### src/cpu_bus_pkg.sv
/*
 * Bus level constants for the instruction fetch port.
 * Address and data widths, the boot address and AXI response codes.
 */
`default_nettype none

package cpu_bus_pkg;

    localparam int ADDR_W = 32;
    localparam int DATA_W = 32;

    localparam logic [ADDR_W-1:0] RESET_PC    = 32'hbfc0_0000;  // boot rom base
    localparam logic [ADDR_W-1:0] INSTR_BYTES = 4;

    typedef logic [1:0] axi_resp_t;

    localparam axi_resp_t RESP_OKAY = 2'b00;

endpackage

`default_nettype wire

### src/mips_isa_pkg.sv
/*
 * Instruction set definitions for the MIPS subset executed by the core.
 * Holds register and word types, major opcode and function codes and
 * the instruction word union that the decoder reads in two formats.
 */
`default_nettype none

package mips_isa_pkg;

    localparam int NUM_REGS = 32;  // general purpose registers

    typedef logic [4:0]  reg_idx_t;
    typedef logic [31:0] word_t;

    // major opcodes, bits 31:26
    localparam logic [5:0] OP_SPECIAL = 6'h00;
    localparam logic [5:0] OP_ADDIU   = 6'h09;
    localparam logic [5:0] OP_SLTI    = 6'h0a;
    localparam logic [5:0] OP_SLTIU   = 6'h0b;
    localparam logic [5:0] OP_ANDI    = 6'h0c;
    localparam logic [5:0] OP_ORI     = 6'h0d;
    localparam logic [5:0] OP_XORI    = 6'h0e;
    localparam logic [5:0] OP_LUI     = 6'h0f;

    // function codes under OP_SPECIAL
    localparam logic [5:0] FN_SLL  = 6'h00;
    localparam logic [5:0] FN_SRL  = 6'h02;
    localparam logic [5:0] FN_ADDU = 6'h21;
    localparam logic [5:0] FN_SUBU = 6'h23;
    localparam logic [5:0] FN_AND  = 6'h24;
    localparam logic [5:0] FN_OR   = 6'h25;
    localparam logic [5:0] FN_XOR  = 6'h26;
    localparam logic [5:0] FN_NOR  = 6'h27;
    localparam logic [5:0] FN_SLT  = 6'h2a;
    localparam logic [5:0] FN_SLTU = 6'h2b;

    typedef struct packed {
        logic [5:0] opcode;
        reg_idx_t   rs;
        reg_idx_t   rt;
        reg_idx_t   rd;
        logic [4:0] shamt;
        logic [5:0] funct;
    } r_fmt_t;

    typedef struct packed {
        logic [5:0]  opcode;
        reg_idx_t    rs;
        reg_idx_t    rt;
        logic [15:0] imm;
    } i_fmt_t;

    // same 32 bits, register or immediate layout
    typedef union packed {
        r_fmt_t r_view;
        i_fmt_t i_view;
    } instr_u;

endpackage

`default_nettype wire
### src/stage_ifs.sv
/*
 * Interfaces between the core units.
 * exe_wb_if carries the execute result to the retire unit,
 * regread_if carries register reads from execute into the register file.
 */
`timescale 1ns/10ps
`default_nettype none

interface exe_wb_if;
    logic                          valid;  // one cycle per retiring instruction
    logic [cpu_bus_pkg::ADDR_W-1:0] pc;
    logic                          wen;    // already masked for r0
    mips_isa_pkg::reg_idx_t        wnum;
    mips_isa_pkg::word_t           wdata;

    modport exe (
        output valid, pc, wen, wnum, wdata
    );

    modport wb (
        input valid, pc, wen, wnum, wdata
    );
endinterface

interface regread_if;
    mips_isa_pkg::reg_idx_t rs_addr;
    mips_isa_pkg::reg_idx_t rt_addr;
    mips_isa_pkg::word_t    rs_data;  // combinational from the file
    mips_isa_pkg::word_t    rt_data;

    modport reader (
        output rs_addr, rt_addr,
        input  rs_data, rt_data
    );

    modport file (
        input  rs_addr, rt_addr,
        output rs_data, rt_data
    );
endinterface

`default_nettype wire

### src/mycpu_top.sv
/*
 * Top level of the core.
 * Connects the fetcher, the execute stage and the retire stage to the
 * AXI4-Lite read port and to the golden trace outputs.
 */
`timescale 1ns/10ps
`default_nettype none

module mycpu_top (
    input  logic                           aclk,
    input  logic                           rst_n,
    output logic [cpu_bus_pkg::ADDR_W-1:0] araddr,
    output logic                           arvalid,
    input  logic                           arready,
    input  logic [cpu_bus_pkg::DATA_W-1:0] rdata,
    input  cpu_bus_pkg::axi_resp_t         rresp,
    input  logic                           rvalid,
    output logic                           rready,
    output mips_isa_pkg::word_t            debug_wb_pc,
    output mips_isa_pkg::word_t            debug_wb_rf_wdata,
    output logic [3:0]                     debug_wb_rf_wen,
    output mips_isa_pkg::reg_idx_t         debug_wb_rf_wnum
);

    logic                fetch_valid;
    mips_isa_pkg::word_t fetch_pc;
    mips_isa_pkg::word_t fetch_instr;

    exe_wb_if  ewb ();
    regread_if rr ();

    fetch_unit u_fetch_unit (
        .aclk        (aclk),
        .rst_n       (rst_n),
        .araddr      (araddr),
        .arvalid     (arvalid),
        .arready     (arready),
        .rdata       (rdata),
        .rresp       (rresp),
        .rvalid      (rvalid),
        .rready      (rready),
        .fetch_valid (fetch_valid),
        .fetch_pc    (fetch_pc),
        .fetch_instr (fetch_instr)
    );

    exec_unit u_exec_unit (
        .aclk        (aclk),
        .rst_n       (rst_n),
        .fetch_valid (fetch_valid),
        .fetch_pc    (fetch_pc),
        .fetch_instr (fetch_instr),
        .rr          (rr.reader),
        .ewb         (ewb.exe)
    );

    retire_unit u_retire_unit (
        .aclk              (aclk),
        .rst_n             (rst_n),
        .ewb               (ewb.wb),
        .rf                (rr.file),
        .debug_wb_pc       (debug_wb_pc),
        .debug_wb_rf_wdata (debug_wb_rf_wdata),
        .debug_wb_rf_wen   (debug_wb_rf_wen),
        .debug_wb_rf_wnum  (debug_wb_rf_wnum)
    );

endmodule

`default_nettype wire

### src/retire_unit.sv
/*
 * Retire stage of the core.
 * Holds the register file, writes results back and drives the
 * golden trace ports, one update per retired instruction.
 */
`timescale 1ns/10ps
`default_nettype none

module retire_unit (
    input  logic                   aclk,
    input  logic                   rst_n,
    exe_wb_if.wb                   ewb,
    regread_if.file                rf,
    output mips_isa_pkg::word_t    debug_wb_pc,
    output mips_isa_pkg::word_t    debug_wb_rf_wdata,
    output logic [3:0]             debug_wb_rf_wen,
    output mips_isa_pkg::reg_idx_t debug_wb_rf_wnum
);

    mips_isa_pkg::word_t regs [mips_isa_pkg::NUM_REGS];

    // r0 reads as zero
    assign rf.rs_data = (rf.rs_addr == '0) ? '0 : regs[rf.rs_addr];
    assign rf.rt_data = (rf.rt_addr == '0) ? '0 : regs[rf.rt_addr];

    always_ff @(posedge aclk) begin
        if (ewb.valid && ewb.wen) begin
            regs[ewb.wnum] <= ewb.wdata;
        end
    end

    always_ff @(posedge aclk or negedge rst_n) begin
        if (!rst_n) begin
            debug_wb_pc       <= '0;
            debug_wb_rf_wdata <= '0;
            debug_wb_rf_wen   <= '0;
            debug_wb_rf_wnum  <= '0;
        end else if (ewb.valid) begin
            debug_wb_pc       <= ewb.pc;
            debug_wb_rf_wdata <= ewb.wdata;
            debug_wb_rf_wen   <= {4{ewb.wen}};  // whole word or nothing
            debug_wb_rf_wnum  <= ewb.wnum;
        end
    end

endmodule

`default_nettype wire

### src/exec_unit.sv
/*
 * Execute stage of the core.
 * Decodes the fetched word, reads its sources with a bypass from the
 * result register, computes the ALU result and registers it for retire.
 */
`timescale 1ns/10ps
`default_nettype none

module exec_unit (
    input  logic                aclk,
    input  logic                rst_n,
    input  logic                fetch_valid,
    input  mips_isa_pkg::word_t fetch_pc,
    input  mips_isa_pkg::word_t fetch_instr,
    regread_if.reader           rr,
    exe_wb_if.exe               ewb
);

    mips_isa_pkg::instr_u   ins;
    mips_isa_pkg::word_t    rs_val;
    mips_isa_pkg::word_t    rt_val;
    mips_isa_pkg::word_t    imm_sext;
    mips_isa_pkg::word_t    imm_zext;
    mips_isa_pkg::word_t    alu_res;
    mips_isa_pkg::reg_idx_t dst;
    logic                   wr_ok;  // known instruction

    assign ins = fetch_instr;

    // rs and rt sit at the same bits in both views
    assign rr.rs_addr = ins.r_view.rs;
    assign rr.rt_addr = ins.r_view.rt;

    // bypass the instruction still held in the result register
    assign rs_val = (ewb.valid && ewb.wen && ewb.wnum == ins.r_view.rs) ?
                    ewb.wdata : rr.rs_data;
    assign rt_val = (ewb.valid && ewb.wen && ewb.wnum == ins.r_view.rt) ?
                    ewb.wdata : rr.rt_data;

    assign imm_sext = {{16{ins.i_view.imm[15]}}, ins.i_view.imm};
    assign imm_zext = {16'h0000, ins.i_view.imm};

    always_comb begin
        alu_res = '0;
        wr_ok   = 1'b1;
        dst     = ins.i_view.rt;  // immediate forms write rt
        case (ins.r_view.opcode)
            mips_isa_pkg::OP_SPECIAL: begin
                dst = ins.r_view.rd;
                case (ins.r_view.funct)
                    mips_isa_pkg::FN_SLL:  alu_res = rt_val << ins.r_view.shamt;
                    mips_isa_pkg::FN_SRL:  alu_res = rt_val >> ins.r_view.shamt;
                    mips_isa_pkg::FN_ADDU: alu_res = rs_val + rt_val;
                    mips_isa_pkg::FN_SUBU: alu_res = rs_val - rt_val;
                    mips_isa_pkg::FN_AND:  alu_res = rs_val & rt_val;
                    mips_isa_pkg::FN_OR:   alu_res = rs_val | rt_val;
                    mips_isa_pkg::FN_XOR:  alu_res = rs_val ^ rt_val;
                    mips_isa_pkg::FN_NOR:  alu_res = ~(rs_val | rt_val);
                    mips_isa_pkg::FN_SLT: begin
                        alu_res = {31'b0, $signed(rs_val) < $signed(rt_val)};
                    end
                    mips_isa_pkg::FN_SLTU: begin
                        alu_res = {31'b0, rs_val < rt_val};
                    end
                    default: wr_ok = 1'b0;
                endcase
            end
            mips_isa_pkg::OP_ADDIU: alu_res = rs_val + imm_sext;
            mips_isa_pkg::OP_SLTI: begin
                alu_res = {31'b0, $signed(rs_val) < $signed(imm_sext)};
            end
            mips_isa_pkg::OP_SLTIU: begin
                alu_res = {31'b0, rs_val < imm_sext};  // unsigned compare
            end
            mips_isa_pkg::OP_ANDI:  alu_res = rs_val & imm_zext;
            mips_isa_pkg::OP_ORI:   alu_res = rs_val | imm_zext;
            mips_isa_pkg::OP_XORI:  alu_res = rs_val ^ imm_zext;
            mips_isa_pkg::OP_LUI:   alu_res = {ins.i_view.imm, 16'h0000};
            default:                wr_ok = 1'b0;
        endcase
    end

    always_ff @(posedge aclk or negedge rst_n) begin
        if (!rst_n) begin
            ewb.valid <= 1'b0;
            ewb.wen   <= 1'b0;
        end else begin
            ewb.valid <= fetch_valid;
            if (fetch_valid) begin
                ewb.wen <= wr_ok && (dst != '0);  // r0 is never written
            end
        end
    end

    always_ff @(posedge aclk) begin
        if (fetch_valid) begin
            ewb.pc    <= fetch_pc;
            ewb.wnum  <= dst;
            ewb.wdata <= alu_res;
        end
    end

endmodule

`default_nettype wire

### src/fetch_unit.sv
/*
 * Instruction fetcher on an AXI4-Lite read channel.
 * Issues one read at a time from the PC, steps the PC by one word after
 * each data beat and presents the fetched word for one cycle.
 */
`timescale 1ns/10ps
`default_nettype none

module fetch_unit (
    input  logic                     aclk,
    input  logic                     rst_n,
    output mips_isa_pkg::word_t      araddr,
    output logic                     arvalid,
    input  logic                     arready,
    input  mips_isa_pkg::word_t      rdata,
    input  cpu_bus_pkg::axi_resp_t   rresp,
    input  logic                     rvalid,
    output logic                     rready,
    output logic                     fetch_valid,
    output mips_isa_pkg::word_t      fetch_pc,
    output mips_isa_pkg::word_t      fetch_instr
);

    typedef enum logic {
        S_ADDR,  // waiting for the address handshake
        S_DATA   // waiting for the read data
    } fetch_state_e;

    fetch_state_e        state;
    mips_isa_pkg::word_t pc;
    logic                ar_xfer;
    logic                r_xfer;

    assign ar_xfer = arvalid & arready;
    assign r_xfer  = rvalid & rready;

    assign araddr = pc;  // pc only moves on an R beat, so stable during AR
    assign rready = (state == S_DATA);

    always_ff @(posedge aclk or negedge rst_n) begin
        if (!rst_n) begin
            state   <= S_ADDR;
            arvalid <= 1'b0;
            pc      <= cpu_bus_pkg::RESET_PC;
        end else begin
            case (state)
                S_ADDR: begin
                    if (ar_xfer) begin
                        arvalid <= 1'b0;
                        state   <= S_DATA;
                    end else begin
                        arvalid <= 1'b1;  // first request after reset
                    end
                end
                S_DATA: begin
                    if (r_xfer) begin
                        arvalid <= 1'b1;  // next request right away
                        pc      <= pc + cpu_bus_pkg::INSTR_BYTES;
                        state   <= S_ADDR;
                    end
                end
                default: begin
                    state <= S_ADDR;
                end
            endcase
        end
    end

    always_ff @(posedge aclk or negedge rst_n) begin
        if (!rst_n) begin
            fetch_valid <= 1'b0;
        end else begin
            fetch_valid <= r_xfer;
        end
    end

    // instruction buffer
    always_ff @(posedge aclk) begin
        if (r_xfer) begin
            fetch_pc <= pc;
            // error response retires as sll r0, harmless
            fetch_instr <= (rresp == cpu_bus_pkg::RESP_OKAY) ? rdata : '0;
        end
    end

endmodule

`default_nettype wire

### config.mk
export PLATFORM = sky130hd
export DESIGN_NAME = mycpu_top
export DESIGN_NICKNAME = d
export VERILOG_FILES = /design/src/cpu_bus_pkg.sv /design/src/mips_isa_pkg.sv /design/src/stage_ifs.sv /design/src/mycpu_top.sv /design/src/retire_unit.sv /design/src/exec_unit.sv /design/src/fetch_unit.sv
export SDC_FILE = /design/constraint.sdc
export NUM_CORES = 2
export LEC_CHECK = 0
export ABC_CLOCK_PERIOD_IN_PS = 14600
export BUFFER_PORTS_ARGS = -buffer_cell sky130_fd_sc_hd__buf_2
export CAP_MARGIN = 15
export CORE_AREA = 5 5 571 404
export CTS_CLUSTER_DIAMETER = 40
export DETAILED_ROUTE_END_ITERATION = 10
export DIE_AREA = 0 0 576 409
export PLACE_DENSITY_LB_ADDON = 0.25
export SYNTH_ARGS = -nofsm -noshare
export SYNTH_HDL_FRONTEND = slang
export SYNTH_HIERARCHICAL = 1
export SYNTH_SLANG_ARGS = --single-unit
### constraint.sdc
create_clock -name aclk -period 14.6 [get_ports aclk]
set_input_delay 1.46 -clock aclk [delete_from_list [all_inputs] [get_ports aclk]]
set_output_delay 1.46 -clock aclk [all_outputs]
set_load 0.02 [all_outputs]
After elaboration in Yosys (flattened, before gate mapping)
Memories as Yosys holds them, arrays and structs flattened. A register that Yosys moved wholly into a read port is not among the register bits.
Cells that the tools add are included.

storage, ports and cells
  register bits = 240
  latch bits = 0
  bits in writable memories = 1024
  ROM bits = 0
  output and inout port bits = 107
  memories kept = 1

memory list
  name                depth  width  rd ports  clocked after memory_dff  write ports  RTL line           source
  u_retire_unit.regs  32     32     2         2                         1            retire_unit.sv:20  mips_isa_pkg::word_t regs [mips_isa_pkg::NUM_REGS];

operators by class
  add/sub/neg operators = 4
  multipliers = 0
  divide/modulo/power cells = 0
  order comparisons = 4
  equality and inequality tests = 19
  shifts and indexed selects = 2
  multiplexer cells = 21
  bitwise logic cells = 10
  reduce and logical (&&, ||, !) cells = 13

operators with widths
  kind                     number
  $pmux W32 S10            1
  $pmux W32 S8             1
  $mux W32                 4
  $lt A32 B32 Y1           3
  $add A32 B32 Y32         2
  $eq A6 B6 Y1 const B     8
  $eq A6 B4 Y1 const B     7
  $add A32 B3 Y32 const B  1
  $and A32 B16 Y32         1
  $and A32 B32 Y32         1
  $lt A32 B16 Y1           1
  $not A32 Y32             1
  $or A32 B16 Y32          1
  $or A32 B32 Y32          1
  $shl A32 B5 Y32          1
  $shr A32 B5 Y32          1
  $sub A32 B32 Y32         1
  $xor A32 B16 Y32         1
  $xor A32 B32 Y32         1
  $mux W5                  5
  $logic_not A6 Y1         2
  $eq A5 B5 Y1             2
  $logic_not A5 Y1         2
  $reduce_or A10 Y1        1
  other kinds (11)         23

Longest topological paths before layout
  word-level depth = 7
  gate-level depth with buffers = 25

Modules after synthesis
The synthesis kept the hierarchy.

modules (own cells, without submodules)
  module       times used  cells each  area each (µm²)  seq. area each (µm²)
  retire_unit  1           2524        49596.3          32501.2
  exec_unit    1           2030        16066.7          2122.0
  fetch_unit   1           230         3575.9           2698.8

Least setup slack after synthesis
OpenSTA, ideal clock, no wires.

  kind = reg-to-reg
  start = register u_fetch_unit.fetch_instr[16]
  end = register u_exec_unit.ewb.wdata[28], data pin
  setup time = 0.271 ns
  data arrival time = 5.142 ns
  data required time = 14.329 ns
  setup slack = 9.187 ns
  stages on the path, launching flop included = 25
  cell sequence = edfxtp_1 buf_4 buf_6 buf_6 buf_6 buf_6 buf_2 mux2i_1 o22ai_1 a2111oi_0 nor3_1 mux2i_1 inv_1 ha_1 fa_1 o21bai_1 o2111ai_1 a31oi_1 a221oi_1 o21ai_0 a41o_1 o221ai_1 xor2_1 a221oi_1 o21ai_0

RTL lines
  what                                      RTL line           source
  start, declared                           fetch_unit.sv:21   output mips_isa_pkg::word_t fetch_instr
  start signal, assigned                    fetch_unit.sv:82   fetch_instr <= (rresp == cpu_bus_pkg::RESP_OKAY) ? rdata : '0;
  $logic_not A5 Y1 (*)                      retire_unit.sv:24  assign rf.rt_data = (rf.rt_addr == '0) ? '0 : regs[rf.rt_addr];
  $mux W32 (*)                              retire_unit.sv:24
  via rr.rt_data[0]                         stage_ifs.sv:29    mips_isa_pkg::word_t rt_data;
  $mux W32 (*)                              exec_unit.sv:37    assign rt_val = (ewb.valid && ewb.wen && ewb.wnum == ins.r_view.rt) ?
  $sub A32 B32 Y32 (tied with other cells)  exec_unit.sv:54    mips_isa_pkg::FN_SUBU: alu_res = rs_val - rt_val;
  $pmux W32 S10 (*)                         exec_unit.sv:50    case (ins.r_view.funct)
  $pmux W32 S8 (*)                          exec_unit.sv:47    case (ins.r_view.opcode)
  via u_exec_unit.alu_res[28]               exec_unit.sv:24    mips_isa_pkg::word_t alu_res;
  end signal, assigned                      exec_unit.sv:99    ewb.wdata <= alu_res;
  end, declared                             stage_ifs.sv:17    output valid, pc, wen, wnum, wdata

Mark *: on every way through the listed nets, which the timed path passes. The rest lies on a longest branch.
A chain may end at the register's enable or synchronous reset.

Final worst setup path
  start = register u_fetch_unit.fetch_instr[16]
  end = register u_exec_unit.ewb.wdata[15], data pin

The elaborated chain is that of the path after synthesis.

==> run metrics <==
placed insts 7727; Worst R2R Setup Slack 5.95 ns; CP startpoint kind flip-flop; synth warn 6; Fillers 21417; largest net degree at the start of global routing 101; hold buffers post-CTS 0; synth cell count leaders edfxtp_1, mux4_2, mux2i_1; Worst setup EP type flip-flop; Setup crit start u_fetch_unit/fetch_instr[16]; maximum vdd ir drop 0.106 mV; fin cells 8015; CORE AREA 225000 um^2; first-pass GRT wire length 404 mm; Resize count post-CTS 0; unrepaired setup endpoints after global routing no; f_max 0.116 GHz; Setup TNS 0 ns; status complete, no violations; Tcrit/Tclk final 59.2%; critical path class reg2reg; clk slew on worst S/H paths 0.06 ns; count of different cell masters after synthesis 96; Worst Hold Class reg2reg; Wirelength per Cell 37.2 um; initial antenna violation count 27; Fin. Hold Viols 0; Post-synth ARST share 8.33%; Synth Area in Compound Gates 10.5%; adder-cell share of the synthesized area 3.30%; top_reg_cell synth edfxtp_1; CTS tree yes; Post-Syn Area 69200 um^2; fin crit period 8.65 ns; Final Cell Area 79200 um^2; Worst R2R Start u_fetch_unit/fetch_instr[16]; placement-stage cell area 73900 um^2; WP data required 15.25 ns; CP cell instances buf_12, buf_4, buf_4, mux4_2, a22o_1, a2111oi_0, nor3_1, mux2i_1, buf_4, inv_1, ha_1, a21oi_1, o21ai_0, o2111ai_1, o31ai_1, buf_4, a211oi_1, a22oi_1, o311ai_0, o21ai_0, a41oi_1, a221o_1; hold path depth 0; Layout Skew 0.0467 ns; main combinational cell family by area after synthesis multiplexers; most common cell in the netlist edfxtp_1; Critical Path End u_exec_unit/ewb.wdata[15]; worst-path fanout max 85; drt first pass iters 7; full die area 236000 um^2; # clock sinks 1260; CP Depth 22; top post-synthesis cells by area edfxtp_1, mux4_2, mux2i_1, dfrtp_1, ha_1; Slew headroom 3.42%; sequential share of the synthesized area 53.9%; Max Cap Violations 0; Die X 576 um; Leak Pwr 27.3 nW; number of DRC markers in iteration 0 7411; io pins 145; DRC viols 0; Total Routing Usage GR 24.4%; post-synthesis simple-gate area fraction 5.46%; CTS Root Cell clkbuf_16; dpl hpwl 197 mm; final wirelength 298 mm; clock tree buffer depth 4; most frequent CP cell buf_4; Finish-stage setup viols 0; Synth top area share 50.1%; Vias/cell 6.29; fin util 35.3%; Worst Tran Pin Value 1.45 ns; Synth area leader edfxtp_1; Final Power 0.0116 W; synthesized flop and latch total 1260; cell count after synthesis 4784; Critical Path AT 9.30 ns; htree depth 4; slowest cell on the critical path edfxtp_1; FF-to-FF End u_exec_unit/ewb.wdata[15]; layout cells sized above 1 26.3%; Slew Viols, Final 0; row count 146; # port buffers 142; syn_area_per_cell 14.5 um^2; Power Dens Cells 147 nW/um^2; xor and xnor fraction of the mapped netlist area 0.911%; grt total ovfl 0; area grow syn2layout 14.4%; DRT antenna net count 0; CP max stage delay 0.74 ns; Crit path max-delay family compound AO/OA/AOI/OAI gates; DIE HEIGHT 409 um; post-synthesis mux area share 22.5%; Post-CTS Setup Inserts 0; worst skew pair latency 0.82 ns; Crit path buffers/inverters 6; Initial Util 30.8%; GP Congestion 1.04; R2R depth 22; number of flops mapped to enable cells by yosys 1155; TritonCTS buffer count 159; nets 5148; vias in the first global route 47534; routed vias 50395
## where the power goes
group          switching [W]  internal (W)  leakage, nW
logic                0.00230       0.00106         13.0
clock network        0.00161       0.00238         2.54
registers           0.000117       0.00414         11.7
## stage by stage
stage                     setup WS [ns]  hold WS [ns]
after global placement             6.38         0.400
after floorplan                    9.19         0.400
final                              5.95         0.417
after detailed placement           6.29         0.405
after CTS                          6.24         0.418
after global routing               5.54         0.420
## flip-flops by register name, indices dropped and copies added (netlist names), 5 cells and up
name                             flops
u_retire_unit/debug_wb_rf_wnum       5
u_retire_unit/regs                1024
u_exec_unit/ewb.pc                  32
u_fetch_unit/araddr                 30
u_exec_unit/ewb.wnum                 5
u_retire_unit/debug_wb_pc           32
u_fetch_unit/fetch_pc               30
u_exec_unit/ewb.wdata               32
u_retire_unit/debug_wb_rf_wdata     32
u_fetch_unit/fetch_instr            32
## worst min path at each step
stage	startpoint	endpoint	slack [ns]
floorplan	u_fetch_unit/fetch_pc[10]	u_exec_unit/ewb.pc[10]	0.40
global placement	u_fetch_unit/fetch_pc[21]	u_exec_unit/ewb.pc[21]	0.40
detailed placement	u_fetch_unit/fetch_pc[15]	u_exec_unit/ewb.pc[15]	0.40
CTS	u_fetch_unit/fetch_pc[4]	u_exec_unit/ewb.pc[4]	0.42
global route	u_fetch_unit/fetch_pc[24]	u_exec_unit/ewb.pc[24]	0.42
finish	u_fetch_unit/fetch_pc[11]	u_exec_unit/ewb.pc[11]	0.42
## routing by layer
layer	GRT usage (%)	vias up	wire, um
li1	-	19799	-
met1	37.0	26686	134000
met2	32.0	3483	116000
met3	9.57	423	40000
met4	5.68	4	7890
met5	0	-	27
## logic make-up after synthesis
| group | count (synthesis) |
|---|---|
| flip-flops | 1260 |
| AO/OA/AOI/OAI | 1005 |
| multiplexers | 942 |
| AND/OR/NAND/NOR | 789 |
| buffers and inverters | 534 |
| adder cells (fa/ha/maj) | 181 |
| XOR/XNOR | 72 |
| other | 1 |
## final cells by class
class,count,area (um^2),share of cell area (%)
Sequential cell,1260,37300,47.1
Multi-Input combinational cell,2993,29900,37.8
Clock buffer,190,4250,5.37
Tap cell,2960,3700,4.68
Timing Repair Buffer,351,2380,3.01
Clock inverter,90,998,1.26
Inverter,164,617,0.779
Antenna cell,7,17.5,0.0221
## layout by cell type (no fill, tap or decap), types with 19 or more instances in the layout
master and instances:
xor2_1 22, nand3_1 51, nand4_1 28, buf_4 199
a21oi_1 194, mux2i_1 312, a22o_1 75, o21ai_0 87
and3_1 23, nor2_4 34, dfrtp_1 94, inv_6 21
ha_1 178, o31ai_1 25, a211oi_1 77, o21bai_1 25
clkbuf_1 21, nor3_1 71, o22ai_1 98, nor4_1 28
edfxtp_1 1155, inv_1 153, clkbuf_16 164, a221oi_1 69
a22oi_1 19, a2111oi_0 36, and2_1 42, xnor2_1 50
o211ai_1 28, mux4_2 469, a31oi_1 23, a211o_1 34
o221ai_1 44, nor2_1 222, buf_2 142, nand2_1 172
nor2b_1 26, mux2_2 144
Note: power is estimated with default switching activity, not from simulation.
